$ cat src/source/dla_pkg.sv
package dla_pkg;

   localparam int SRAM_ADDR_W = 16;

   typedef logic signed [7:0]      data_t;
   typedef logic signed [31:0]     acc_t;
   typedef logic [SRAM_ADDR_W-1:0] addr_t;

   // APB register byte offsets
   typedef enum logic [15:0] {
      REG_CTRL      = 16'h0000,
      REG_STATUS    = 16'h0004,
      REG_WGT_BASE  = 16'h0008,
      REG_XIN_BASE  = 16'h000C,
      REG_OUT_BASE  = 16'h0010,
      REG_VEC_COUNT = 16'h0014
   } reg_addr_e;

   typedef struct packed {
      addr_t wgt_base;
      addr_t xin_base;
      addr_t out_base;
      addr_t vec_count;
   } cfg_t;

   typedef struct packed {
      logic  en;
      addr_t addr;
   } sram_rd_t;

   typedef struct packed {
      logic  en;
      addr_t addr;
   } sram_wr_t;

   typedef enum logic [1:0] {
      LD_IDLE,
      LD_READ,
      LD_DRAIN
   } ld_state_e;

endpackage

$ cat src/source/dla_apb_regs.sv
`timescale 1ns/1ps

module dla_apb_regs import dla_pkg::*; (
   input  logic        clk,
   input  logic        rst_i,
   input  logic        psel_i,
   input  logic        penable_i,
   input  logic        pwrite_i,
   input  logic [15:0] paddr_i,
   input  logic [31:0] pwdata_i,
   output logic [31:0] prdata_o,
   output logic        pready_o,
   input  logic        busy_clr_i,
   output logic        start_o,
   output cfg_t        cfg_o
);

   logic access;
   logic wr_en;
   logic start_req;
   logic start_q;
   logic busy_q;
   cfg_t cfg_q;

   // Zero wait states
   assign access   = psel_i & penable_i;
   assign wr_en    = access & pwrite_i;
   assign pready_o = access;

   assign start_req = wr_en && (paddr_i == REG_CTRL) && pwdata_i[0] && !busy_q;

   always_ff @(posedge clk) begin
      if (rst_i) begin
         cfg_q <= '0;
      end else if (wr_en) begin
         case (paddr_i)
            REG_WGT_BASE:  cfg_q.wgt_base  <= pwdata_i[SRAM_ADDR_W-1:0];
            REG_XIN_BASE:  cfg_q.xin_base  <= pwdata_i[SRAM_ADDR_W-1:0];
            REG_OUT_BASE:  cfg_q.out_base  <= pwdata_i[SRAM_ADDR_W-1:0];
            REG_VEC_COUNT: cfg_q.vec_count <= pwdata_i[SRAM_ADDR_W-1:0];
            default: ;
         endcase
      end
   end

   // Busy rises together with the start pulse
   always_ff @(posedge clk) begin
      if (rst_i) begin
         start_q <= 1'b0;
         busy_q  <= 1'b0;
      end else begin
         start_q <= start_req;
         if (start_req) begin
            busy_q <= 1'b1;
         end else if (busy_clr_i) begin
            busy_q <= 1'b0;
         end
      end
   end

   always_comb begin
      prdata_o = '0;
      if (psel_i && !pwrite_i) begin
         case (paddr_i)
            REG_STATUS:    prdata_o = {31'd0, busy_q};
            REG_WGT_BASE:  prdata_o = 32'(cfg_q.wgt_base);
            REG_XIN_BASE:  prdata_o = 32'(cfg_q.xin_base);
            REG_OUT_BASE:  prdata_o = 32'(cfg_q.out_base);
            REG_VEC_COUNT: prdata_o = 32'(cfg_q.vec_count);
            default:       prdata_o = '0;
         endcase
      end
   end

   assign start_o = start_q;
   assign cfg_o   = cfg_q;

endmodule

$ cat src/source/dla_pe_array.sv
`timescale 1ns/1ps

module dla_pe_array import dla_pkg::*; #(
   parameter int ARRAY_DIM = 4
) (
   input  logic                         clk,
   input  logic                         rst_i,
   input  logic                         wgt_load_i,
   input  logic [$clog2(ARRAY_DIM)-1:0] wgt_row_i,
   input  data_t                        wgt_data_i [ARRAY_DIM],
   input  logic [ARRAY_DIM-1:0]         row_valid_i,
   input  data_t                        row_data_i [ARRAY_DIM],
   output logic [ARRAY_DIM-1:0]         col_valid_o,
   output acc_t                         col_sum_o [ARRAY_DIM]
);

   localparam int ROW_W = $clog2(ARRAY_DIM);

   // Registered cell outputs, indexed [row][col]
   data_t act_w [ARRAY_DIM][ARRAY_DIM];
   logic  vld_w [ARRAY_DIM][ARRAY_DIM];
   acc_t  sum_w [ARRAY_DIM][ARRAY_DIM];

   for (genvar r = 0; r < ARRAY_DIM; r++) begin : g_row
      for (genvar c = 0; c < ARRAY_DIM; c++) begin : g_col
         data_t              act_in;
         logic               vld_in;
         acc_t               psum_in;
         data_t              w_q;
         data_t              act_q;
         logic               vld_q;
         acc_t               sum_q;
         logic signed [15:0] prod;

         if (c == 0) begin : g_left
            assign act_in = row_data_i[r];
            assign vld_in = row_valid_i[r];
         end else begin : g_inner
            assign act_in = act_w[r][c-1];
            assign vld_in = vld_w[r][c-1];
         end

         if (r == 0) begin : g_top
            assign psum_in = '0;
         end else begin : g_below
            assign psum_in = sum_w[r-1][c];
         end

         assign prod = act_in * w_q;

         always_ff @(posedge clk) begin
            if (wgt_load_i && (wgt_row_i == ROW_W'(r))) begin
               w_q <= wgt_data_i[c];
            end
         end

         always_ff @(posedge clk) begin
            if (rst_i) begin
               vld_q <= 1'b0;
            end else begin
               vld_q <= vld_in;
            end
         end

         // Activation moves right, partial sum moves down
         always_ff @(posedge clk) begin
            act_q <= act_in;
            sum_q <= vld_in ? psum_in + acc_t'(prod) : psum_in;
         end

         assign act_w[r][c] = act_q;
         assign vld_w[r][c] = vld_q;
         assign sum_w[r][c] = sum_q;
      end
   end

   // Bottom row, column c lags column 0 by c cycles
   always_comb begin
      for (int c = 0; c < ARRAY_DIM; c++) begin
         col_valid_o[c] = vld_w[ARRAY_DIM-1][c];
         col_sum_o[c]   = sum_w[ARRAY_DIM-1][c];
      end
   end

endmodule

$ cat src/source/dla_result_writer.sv
`timescale 1ns/1ps

module dla_result_writer import dla_pkg::*; #(
   parameter int ARRAY_DIM = 4
) (
   input  logic                 clk,
   input  logic                 rst_i,
   input  logic                 start_i,
   input  cfg_t                 cfg_i,
   input  logic [ARRAY_DIM-1:0] col_valid_i,
   input  acc_t                 col_sum_i [ARRAY_DIM],
   output sram_wr_t             res_wr_o,
   output acc_t                 res_wdata_o [ARRAY_DIM],
   input  logic                 stream_last_i,
   output logic                 done_o
);

   wire [ARRAY_DIM-1:0] al_vld;
   acc_t                al_sum [ARRAY_DIM];
   logic                wr_en;
   addr_t               wr_cnt_q;
   logic                armed_q;

   // Column c waits ARRAY_DIM-1-c cycles so the word lines up
   for (genvar c = 0; c < ARRAY_DIM; c++) begin : g_col
      if (c == ARRAY_DIM - 1) begin : g_direct
         assign al_vld[c] = col_valid_i[c];
         assign al_sum[c] = col_sum_i[c];
      end else begin : g_delay
         localparam int DEPTH = ARRAY_DIM - 1 - c;
         logic [DEPTH-1:0] v_sr;
         acc_t             s_sr [DEPTH];

         always_ff @(posedge clk) begin
            if (rst_i) begin
               v_sr <= '0;
            end else begin
               v_sr <= DEPTH'({v_sr, col_valid_i[c]});
            end
         end

         always_ff @(posedge clk) begin
            s_sr[0] <= col_sum_i[c];
            for (int i = 1; i < DEPTH; i++) begin
               s_sr[i] <= s_sr[i-1];
            end
         end

         assign al_vld[c] = v_sr[DEPTH-1];
         assign al_sum[c] = s_sr[DEPTH-1];
      end
   end

   assign wr_en         = &al_vld;
   assign res_wr_o.en   = wr_en;
   assign res_wr_o.addr = cfg_i.out_base + wr_cnt_q;
   assign res_wdata_o   = al_sum;

   // Empty once every issued vector has been written back
   assign done_o = armed_q && (wr_cnt_q == cfg_i.vec_count);

   always_ff @(posedge clk) begin
      if (rst_i) begin
         wr_cnt_q <= '0;
         armed_q  <= 1'b0;
      end else begin
         if (start_i) begin
            wr_cnt_q <= '0;
         end else if (wr_en) begin
            wr_cnt_q <= wr_cnt_q + addr_t'(1);
         end
         if (start_i || done_o) begin
            armed_q <= 1'b0;
         end else if (stream_last_i) begin
            armed_q <= 1'b1;
         end
      end
   end

endmodule

$ cat src/source/dla_top.sv
`timescale 1ns/1ps

module dla_top import dla_pkg::*; #(
   parameter int ARRAY_DIM = 4
) (
   input  logic        clk,
   input  logic        rst_i,
   input  logic        psel_i,
   input  logic        penable_i,
   input  logic        pwrite_i,
   input  logic [15:0] paddr_i,
   input  logic [31:0] pwdata_i,
   output logic [31:0] prdata_o,
   output logic        pready_o,
   output sram_rd_t    wgt_rd_o,
   input  data_t       wgt_rdata_i [ARRAY_DIM],
   output sram_rd_t    xin_rd_o,
   input  data_t       xin_rdata_i [ARRAY_DIM],
   output sram_wr_t    res_wr_o,
   output acc_t        res_wdata_o [ARRAY_DIM]
);

   cfg_t                         cfg;
   logic                         start;
   logic                         wr_done;
   logic                         wgt_load;
   logic [$clog2(ARRAY_DIM)-1:0] wgt_row;
   data_t                        wgt_data [ARRAY_DIM];
   logic                         ld_done;
   logic [ARRAY_DIM-1:0]         row_valid;
   data_t                        row_data [ARRAY_DIM];
   logic                         stream_last;
   logic [ARRAY_DIM-1:0]         col_valid;
   acc_t                         col_sum [ARRAY_DIM];

   dla_apb_regs u_regs (
      .clk        (clk),
      .rst_i      (rst_i),
      .psel_i     (psel_i),
      .penable_i  (penable_i),
      .pwrite_i   (pwrite_i),
      .paddr_i    (paddr_i),
      .pwdata_i   (pwdata_i),
      .prdata_o   (prdata_o),
      .pready_o   (pready_o),
      .busy_clr_i (wr_done),
      .start_o    (start),
      .cfg_o      (cfg)
   );

   dla_wgt_loader #(.ARRAY_DIM(ARRAY_DIM)) u_wgt_loader (
      .clk         (clk),
      .rst_i       (rst_i),
      .start_i     (start),
      .cfg_i       (cfg),
      .wgt_rd_o    (wgt_rd_o),
      .wgt_rdata_i (wgt_rdata_i),
      .wgt_load_o  (wgt_load),
      .wgt_row_o   (wgt_row),
      .wgt_data_o  (wgt_data),
      .done_o      (ld_done)
   );

   // Activations follow once all weights sit in the array
   dla_xin_streamer #(.ARRAY_DIM(ARRAY_DIM)) u_xin_streamer (
      .clk         (clk),
      .rst_i       (rst_i),
      .start_i     (ld_done),
      .cfg_i       (cfg),
      .xin_rd_o    (xin_rd_o),
      .xin_rdata_i (xin_rdata_i),
      .row_valid_o (row_valid),
      .row_data_o  (row_data),
      .last_o      (stream_last)
   );

   dla_pe_array #(.ARRAY_DIM(ARRAY_DIM)) u_pe_array (
      .clk         (clk),
      .rst_i       (rst_i),
      .wgt_load_i  (wgt_load),
      .wgt_row_i   (wgt_row),
      .wgt_data_i  (wgt_data),
      .row_valid_i (row_valid),
      .row_data_i  (row_data),
      .col_valid_o (col_valid),
      .col_sum_o   (col_sum)
   );

   dla_result_writer #(.ARRAY_DIM(ARRAY_DIM)) u_result_writer (
      .clk           (clk),
      .rst_i         (rst_i),
      .start_i       (start),
      .cfg_i         (cfg),
      .col_valid_i   (col_valid),
      .col_sum_i     (col_sum),
      .res_wr_o      (res_wr_o),
      .res_wdata_o   (res_wdata_o),
      .stream_last_i (stream_last),
      .done_o        (wr_done)
   );

endmodule

$ cat src/source/dla_wgt_loader.sv
`timescale 1ns/1ps

module dla_wgt_loader import dla_pkg::*; #(
   parameter int ARRAY_DIM = 4
) (
   input  logic                         clk,
   input  logic                         rst_i,
   input  logic                         start_i,
   input  cfg_t                         cfg_i,
   output sram_rd_t                     wgt_rd_o,
   input  data_t                        wgt_rdata_i [ARRAY_DIM],
   output logic                         wgt_load_o,
   output logic [$clog2(ARRAY_DIM)-1:0] wgt_row_o,
   output data_t                        wgt_data_o [ARRAY_DIM],
   output logic                         done_o
);

   localparam int ROW_W = $clog2(ARRAY_DIM);

   ld_state_e        state_q;
   logic [ROW_W-1:0] row_q;
   logic             load_q;
   logic [ROW_W-1:0] load_row_q;

   always_ff @(posedge clk) begin
      if (rst_i) begin
         state_q <= LD_IDLE;
         row_q   <= '0;
      end else begin
         case (state_q)
            LD_IDLE: begin
               if (start_i) begin
                  state_q <= LD_READ;
                  row_q   <= '0;
               end
            end
            LD_READ: begin
               row_q <= row_q + 1'b1;
               if (row_q == ROW_W'(ARRAY_DIM - 1)) begin
                  state_q <= LD_DRAIN;
               end
            end
            LD_DRAIN: state_q <= LD_IDLE;
            default:  state_q <= LD_IDLE;
         endcase
      end
   end

   // Row data returns one cycle after its read
   always_ff @(posedge clk) begin
      if (rst_i) begin
         load_q <= 1'b0;
      end else begin
         load_q <= (state_q == LD_READ);
      end
   end

   always_ff @(posedge clk) begin
      load_row_q <= row_q;
   end

   assign wgt_rd_o.en   = (state_q == LD_READ);
   assign wgt_rd_o.addr = cfg_i.wgt_base + addr_t'(row_q);

   assign wgt_load_o = load_q;
   assign wgt_row_o  = load_row_q;
   assign wgt_data_o = wgt_rdata_i;
   assign done_o     = (state_q == LD_DRAIN);

endmodule

$ cat src/source/dla_xin_streamer.sv
`timescale 1ns/1ps

module dla_xin_streamer import dla_pkg::*; #(
   parameter int ARRAY_DIM = 4
) (
   input  logic                 clk,
   input  logic                 rst_i,
   input  logic                 start_i,
   input  cfg_t                 cfg_i,
   output sram_rd_t             xin_rd_o,
   input  data_t                xin_rdata_i [ARRAY_DIM],
   output logic [ARRAY_DIM-1:0] row_valid_o,
   output data_t                row_data_o [ARRAY_DIM],
   output logic                 last_o
);

   logic                 active_q;
   addr_t                cnt_q;
   addr_t                last_idx;
   logic                 last_rd;
   logic [ARRAY_DIM-1:0] vld_sr;

   assign last_idx = cfg_i.vec_count - addr_t'(1);
   assign last_rd  = active_q && (cnt_q == last_idx);

   always_ff @(posedge clk) begin
      if (rst_i) begin
         active_q <= 1'b0;
         cnt_q    <= '0;
      end else if (start_i) begin
         active_q <= (cfg_i.vec_count != '0);
         cnt_q    <= '0;
      end else if (active_q) begin
         cnt_q <= cnt_q + addr_t'(1);
         if (last_rd) begin
            active_q <= 1'b0;
         end
      end
   end

   assign xin_rd_o.en   = active_q;
   assign xin_rd_o.addr = cfg_i.xin_base + cnt_q;

   // An empty job finishes right away
   assign last_o = last_rd || (start_i && (cfg_i.vec_count == '0));

   // Bit r is the read strobe delayed by r+1 cycles
   always_ff @(posedge clk) begin
      if (rst_i) begin
         vld_sr <= '0;
      end else begin
         vld_sr <= ARRAY_DIM'({vld_sr, active_q});
      end
   end

   assign row_valid_o = vld_sr;

   // Row r waits r extra cycles to meet the wavefront
   for (genvar r = 0; r < ARRAY_DIM; r++) begin : g_skew
      if (r == 0) begin : g_direct
         assign row_data_o[r] = xin_rdata_i[r];
      end else begin : g_delay
         data_t d_sr [r];

         always_ff @(posedge clk) begin
            d_sr[0] <= xin_rdata_i[r];
            for (int i = 1; i < r; i++) begin
               d_sr[i] <= d_sr[i-1];
            end
         end

         assign row_data_o[r] = d_sr[r-1];
      end
   end

endmodule

$ cat config.mk
export PLATFORM = sky130hd
export DESIGN_NAME = dla_top
export DESIGN_NICKNAME = d
export VERILOG_FILES = /design/src/source/dla_pkg.sv /design/src/source/dla_apb_regs.sv /design/src/source/dla_pe_array.sv /design/src/source/dla_result_writer.sv /design/src/source/dla_top.sv /design/src/source/dla_wgt_loader.sv /design/src/source/dla_xin_streamer.sv
export SDC_FILE = /design/constraint.sdc
export NUM_CORES = 2
export LEC_CHECK = 0
export BUFFER_PORTS_ARGS = -buffer_cell sky130_fd_sc_hd__buf_2
export CORE_MARGIN = 3
export CORE_UTILIZATION = 25
export CTS_CLUSTER_SIZE = 10
export DETAILED_ROUTE_END_ITERATION = 8
export PLACE_DENSITY_LB_ADDON = 0.2
export SLEW_MARGIN = 20
export SYNTH_ARGS = -nofsm -noshare
export SYNTH_HDL_FRONTEND = slang
export SYNTH_SLANG_ARGS = --single-unit
$ cat constraint.sdc
create_clock -name clk -period 7.6 [get_ports clk]
set_clock_uncertainty 0.05 [all_clocks]
set_input_delay 0.38 -clock clk [delete_from_list [all_inputs] [get_ports clk]]
set_output_delay 0.38 -clock clk [all_outputs]
set_load 0.02 [all_outputs]
### Yosys cells after proc, flatten, opt, wreduce, memory -nomap -nowiden

Memories as Yosys holds them, arrays and structs flattened.
Cells that the tools add are included.

* register bits after elaboration: 801
* RAM bits: 240
* bits of input ports: 117
* output and inout port bits: 212
* word-level logic and storage cells: 188
* memories: 6

Memories
* u_result_writer.g_col[0].g_delay.s_sr: depth 3, bits a word 32, rd ports 3, clocked after Yosys merged registers in 0, write ports 3, RTL line dla_result_writer.sv:32 `acc_t s_sr [DEPTH];`
* u_result_writer.g_col[1].g_delay.s_sr: depth 2, bits a word 32, rd ports 2, clocked after Yosys merged registers in 0, write ports 2, RTL line dla_result_writer.sv:32
* u_result_writer.g_col[2].g_delay.s_sr: depth 1, bits a word 32, rd ports 1, clocked after Yosys merged registers in 0, write ports 1, RTL line dla_result_writer.sv:32
* u_xin_streamer.g_skew[3].g_delay.d_sr: depth 3, bits a word 8, rd ports 3, clocked after Yosys merged registers in 0, write ports 3, RTL line dla_xin_streamer.sv:63 `data_t d_sr [r];`
* u_xin_streamer.g_skew[2].g_delay.d_sr: depth 2, bits a word 8, rd ports 2, clocked after Yosys merged registers in 0, write ports 2, RTL line dla_xin_streamer.sv:63
* u_xin_streamer.g_skew[1].g_delay.d_sr: depth 1, bits a word 8, rd ports 1, clocked after Yosys merged registers in 0, write ports 1, RTL line dla_xin_streamer.sv:63

* add/subtract/negate cells: 19
* $mul: 16
* equal/unequal tests: 15
* mux-type cells: 24
* bitwise gates (word level): 2
* reductions and logical operators: 32

Operators with widths (number)
* 32-bit two-way mux: 13
* 32-bit by 16-bit adder with 32-bit output: 8
* 8-bit by 8-bit multiplier with 16-bit output: 16
* 16-bit case mux with 5 select lines: 1
* 16-bit by 16-bit adder with 17-bit output: 4
* 16-bit by 1-bit adder with 16-bit output, second input constant: 2
* 16-bit adder: 2
* 16-bit equality test: 2
* 16-bit by 4-bit equality test with 1-bit output, second input constant: 2
* 16-bit by 5-bit equality test with 1-bit output, second input constant: 2
* 16-bit zero test: 2
* 16-bit by 2-bit adder with 16-bit output: 1
* 16-bit by 3-bit equality test with 1-bit output, second input constant: 1
* 16-bit nonzero test: 1
* 16-bit by 1-bit subtractor with 16-bit output, second input constant: 1
* 2-bit AND reduction: 6
* 1-bit logical AND: 11
* 2-bit equality test, second input constant: 4
* 2-bit case mux with 2 select lines: 2
* 2-bit two-way mux: 3
* 2-bit OR reduction: 3
* 1-bit two-way mux: 5
* 2-bit by 1-bit equality test with 1-bit output, second input constant: 2
* 2-bit zero test: 2
* other kinds (8): 12

### Depth between registers and ports, before layout

* depth in word-level cells: 6
* depth in mapped cells: 22

### Hierarchy

From an unflattened synthesis, not the netlist that was laid out.

* cells, all modules: 8461
* area, all modules: 88055.7 sq um

Modules (own cells, without submodules)
* dla_pe_array: instances 1, cells an instance 7192, area each 74292.5 sq um
* dla_result_writer: instances 1, cells an instance 500, area each 6309.8 sq um
* dla_apb_regs: instances 1, cells an instance 344, area each 3520.9 sq um
* dla_xin_streamer: instances 1, cells an instance 332, area each 3165.5 sq um
* dla_wgt_loader: instances 1, cells an instance 93, area each 767.0 sq um

### Least setup slack after synthesis

OpenSTA, ideal clock, no wires.

* path type: register -> register
* from: register u_pe_array.g_row[3].g_col[1].w_q[0]
* to: register u_pe_array.g_row[3].g_col[1].sum_q[29]
* setup time: 0.120 ns
* arrival: 6.252 ns
* data required time: 7.430 ns
* path slack: 1.179 ns
* cell stages (with the launch flop): 19
* clock period less this slack: 6.421 ns
* cell sequence: edfxtp_1 -> and2_1 -> inv_1 -> fa_1 -> inv_1 -> fa_1 -> fa_1 -> fa_1 -> fa_1 -> ha_1 -> nand3_1 -> a2bb2oi_1 -> a2111oi_1 -> o21ai_0 -> a21boi_1 -> a311oi_1 -> o21ai_0 -> mux2i_1 -> a211o_1

* word-level cells in the longest chain between the ends: 3

RTL lines
* from (decl): RTL line dla_pe_array.sv:29 `data_t w_q;`
* from (signal assigned): RTL line dla_pe_array.sv:53 `w_q <= wgt_data_i[c];`
* 8-bit by 8-bit multiplier with 16-bit output: RTL line dla_pe_array.sv:49 `assign prod = act_in * w_q;`
* 32-bit by 16-bit adder with 32-bit output: RTL line dla_pe_array.sv:68 `sum_q <= vld_in ? psum_in + acc_t'(prod) : psum_in;`
* 32-bit two-way mux: RTL line dla_pe_array.sv:68
* to (signal assigned): RTL line dla_pe_array.sv:68
* to (decl): RTL line dla_pe_array.sv:32 `acc_t sum_q;`

Every way passes these cells.
A chain may end at the register's enable or synchronous reset.

### Worst setup path in the final report

* from: register u_pe_array.g_row[3].g_col[3].w_q[2]
* to: register u_pe_array.g_row[3].g_col[3].sum_q[31]

* word-level cells in the longest chain between the ends: 3

RTL lines (RTL line)
* from (decl): dla_pe_array.sv:29
* from (signal assigned): dla_pe_array.sv:53
* 8-bit by 8-bit multiplier with 16-bit output: dla_pe_array.sv:49
* 32-bit by 16-bit adder with 32-bit output: dla_pe_array.sv:68
* 32-bit two-way mux: dla_pe_array.sv:68
* to (signal assigned): dla_pe_array.sv:68
* to (decl): dla_pe_array.sv:32

Every way passes these cells.

==> qor.yml <==
timing:
  max_freq_ghz: 0.149
  hold_viol: 0
  drv_slew: 0
  tns_ps: 0
  worst_slew_pin_slew_ps: 1090
  finalCriticalPeriod_ps: 6710
  finalCritPeriodShare: 0.882
  grt_setup_unrepaired: "no"
  setup_viol_count_final: 0
  max_slew_margin: 0.271
worst_setup_path:
  path_common_cell: "fa_1"
  criticalPathCategory: "reg2reg"
  r2r_cells: 18
  reg2reg_from: "u_pe_array.g_row[3].g_col[3].w_q[2]"
  r2r-end: "u_pe_array.g_row[3].g_col[3].sum_q[31]"
  cp-end-kind: "register"
  max_stage_delay_ps: 770
  crit_chain: "nand2_1 -> fa_1 -> fa_1 -> inv_1 -> buf_4 -> fa_1 -> fa_1 -> ha_1 -> ha_1 -> a21o_1 -> a2111o_1 -> or3_1 -> o32ai_1 -> o211ai_2 -> a2111oi_0 -> nor2_1 -> xnor2_1 -> a21oi_1"
  crit_required_ps: 8170
  critPathMaxFanout: 13
  r2r_slack_ps: 890
  arrival_ps: 7280
  slowest_stage: "fa_1"
  startpoint_type: "register"
floorplan:
  die_w_um: 596
  ios: 329
  num_rows: 215
  core-area_mm2: 0.345
  die_h_um: 596
  start_util: 0.252
  die_area_mm2: 0.355
synthesis:
  async_flop_share: 0
  ys_types: 85
  syn-instance-count: 8461
  avgSynthCellArea_um2: 10.3
  synth_ff_type: "dfxtp_1"
  yosys-top-cells-count: "inv_1 (1,538), fa_1 (1,407), dfxtp_1 (839)"
  ys_ff_latch: 967
  netlist.area_leader.share: 0.324
  synth_top_cells_by_area: "fa_1 (32%), dfxtp_1 (19%), ha_1 (11%)"
  synth_most_common_cell: "inv_1"
  yosysSeqAreaShare: 0.238
  yosysTopAreaCell: "fa_1"
  synth_warnings: 0
  synth_edf_count: 128
  synth.cell_area_mm2: 0.0869
pwr:
  p_sw_frac: 0.372
  clkPwrFrac: 0.299
  pwr-share-comb: 0.447
  p_switching_mw: 7.82
  cell_internal_pwr_mw: 13.2
  seqPwrFrac: 0.254
  ir_worst_vdd_v: 0.000155
  powerDensity_mw_per_mm2: 214
  p_leak_nw: 46.2
min_path:
  holdPathStages: 2
  min_from: "xin_rdata_i[14]"
  hold_class: "in2reg"
  min_to: "u_xin_streamer.g_skew[2].g_delay.d_sr[0][6]"
drt:
  vias: 57206
  drc: 0
  wire_per_inst_um: 16.6
  first_pass_iters: 6
  drt_wl_total_um: 224000
  via_per_inst: 4.25
  ant_nets: 1
  drtIter0Drc: 2254
clock_network:
  cts_made_buffers: 137
  clkSinkCount: 967
  cts-resized-gates: 0
  tritoncts: "built"
  h-tree-depth: 4
  root_buffer: "clkbuf_16"
  hold_buffers: 83
  ctsLongestPathBuffers: 4
  clock_latency_ps: 820
  cts_setup_buffers: 0
  clk_pin_slew_worst_paths_ps: 60
cells_and_area:
  final_nets: 11089
  instances_no_fill: 13453
  syn2layout_area_growth_pct: 13.2
  layout-drive-gt1-share: 0.0798
  fill_cells: 36119
status:
  violations: "antenna rules"
  status: "finished with violations"
placed_design:
  placed_cells_incl_taps: 13123
  hpwl_um: 188000
  gp_congestion: 0.828
  place.port_buffers: 296
global_routing:
  grt_max_degree: 78
  overflow: 0
  grt_usage: 0.129
  grt_first_pass_wirelength_um: 364000
  antenna_found_initial: 31
  grt_pass1_vias: 64129
job:
  cap_violations: 0
-- power groups by stage --
stage               sequential (mW)  combinational [mW]  clock [mW]
finish                         5.34                9.38        6.29
floorplan                      5.37                7.42           0
global placement               5.45                9.31           0
global route                   5.34                10.8        6.79
detailed placement             5.45                9.34           0
CTS                            5.34                9.50        6.62
-- worst max path at each step --
stage	start	endpoint	slack (ps)	cells past startpoint
after global placement	u_pe_array.g_row[3].g_col[3].w_q[2]	u_pe_array.g_row[3].g_col[3].sum_q[31]	960	18
after CTS	u_pe_array.g_row[3].g_col[3].w_q[2]	u_pe_array.g_row[3].g_col[3].sum_q[31]	810	18
after floorplan	u_pe_array.g_row[3].g_col[1].w_q[0]	u_pe_array.g_row[3].g_col[1].sum_q[29]	1180	18
final	u_pe_array.g_row[3].g_col[3].w_q[2]	u_pe_array.g_row[3].g_col[3].sum_q[31]	890	18
after detailed placement	u_pe_array.g_row[3].g_col[3].w_q[2]	u_pe_array.g_row[3].g_col[3].sum_q[31]	870	18
after global routing	u_pe_array.g_row[2].g_col[2].w_q[0]	u_pe_array.g_row[2].g_col[2].sum_q[31]	510	16
-- metrics by stage --
| step | power (mW) | worst slack [ps] | utilization | cell area [µm²] | hold slack [ps] |
|---|---|---|---|---|---|
| 3_3_place_gp | 14.8 | 964 | 0.270 | 93100 | 261 |
| 6_report | 21.0 | 893 | 0.285 | 98300 | 146 |
| 2_1_floorplan | 12.8 | 1180 | - | 86900 | 260 |
| 5_1_grt | 23.0 | 513 | 0.285 | 98300 | 99.1 |
| 3_5_place_dp | 14.8 | 871 | 0.270 | 93100 | 262 |
| 4_1_cts | 21.5 | 813 | 0.285 | 98300 | 50.2 |
-- sequential cells by signal (all words and copies together), names as in the netlist, 3 cells and up --
| name | count |
|---|---|
| u_xin_streamer.row_valid_o | 3 |
| u_regs.cfg_o | 64 |
| u_xin_streamer.g_skew.g_delay.d_sr | 48 |
| u_pe_array.g_row.g_col.w_q | 128 |
| u_pe_array.g_row.g_col.sum_q | 388 |
| u_result_writer.wr_cnt_q | 16 |
| u_result_writer.g_col.g_delay.v_sr | 3 |
| u_xin_streamer.cnt_q | 16 |
| u_pe_array.g_row.g_col.act_q | 96 |
| u_result_writer.g_col.g_delay.s_sr | 192 |
-- kinds of logic (layout without fill, tap and decap cells) --
| logic type | after synthesis | count (layout) | share of synthesized area |
|---|---|---|---|
| muxes | 171 | 171 | 0.0213 |
| DFF | 967 | 967 | 0.238 |
| AOI/OAI and AO/OA | 926 | 926 | 0.0671 |
| xor gates and xnor gates | 378 | 378 | 0.0381 |
| other | 1 | 29 | 0.0000432 |
| adders and majority gates | 2184 | 2184 | 0.436 |
| and+or+nand+nor | 2034 | 2034 | 0.117 |
| buffers and inverters | 1800 | 2207 | 0.0833 |
-- layer usage --
layer | share of wire | GRT usage | wire length [µm] | up-vias
met2 | 0.47 | 0.222 | 106000 | 933
met4 | 0.025 | 0.0324 | 5550 | 12
met5 | 0.00027 | 0 | 60 | -
met3 | 0.038 | 0.0174 | 8570 | 281
met1 | 0.46 | 0.171 | 103000 | 28845
li1 | - | - | - | 27135
-- placed cells by master, fill, tap and decap left out, drive strengths merged, types with 23 or more instances in the layout --
cell / netlist / final
a211oi: 25 / 25
a21o: 117 / 117
a21oi: 274 / 274
a31oi: 23 / 23
and2: 578 / 578
and3: 38 / 38
buf: 134 / 342
clkbuf: 118 / 192
clkinv: 10 / 32
dfxtp: 839 / 839
dlygate4sd3: 0 / 83
edfxtp: 128 / 128
fa: 1407 / 1407
ha: 777 / 777
inv: 1538 / 1544
mux2: 112 / 112
mux2i: 59 / 59
nand2: 713 / 713
nand2b: 73 / 73
nand3: 59 / 59
nor2: 304 / 304
nor2b: 52 / 52
nor3: 92 / 92
o21a: 42 / 42
o21ai: 238 / 238
o21bai: 23 / 23
or3: 24 / 24
xnor2: 249 / 249
xor2: 129 / 129
-- cell type report --
type	count	area [µm²]	share of cell area
timing repair buffer	425	2660	0.0271
antenna	13	32.5	0.000331
clock inverter	42	453	0.00461
tap	4557	5700	0.0580
inverter	1548	5810	0.0591
clock buffer	192	3920	0.0399
multi-input combinational	5709	59100	0.601
sequential	967	20700	0.210
-- worst max-delay path: cells and delay by family, from the launching register on --
kind                       cells  cell delay, ps
adders and majority gates      6            2990
AOI/OAI and AO/OA              6            1870
and+or+nand+nor                3             650
DFF                            1             510
buffers and inverters          2             290
xor gates and xnor gates       1             150
No activity file was read; power rests on OpenSTA's default activity.
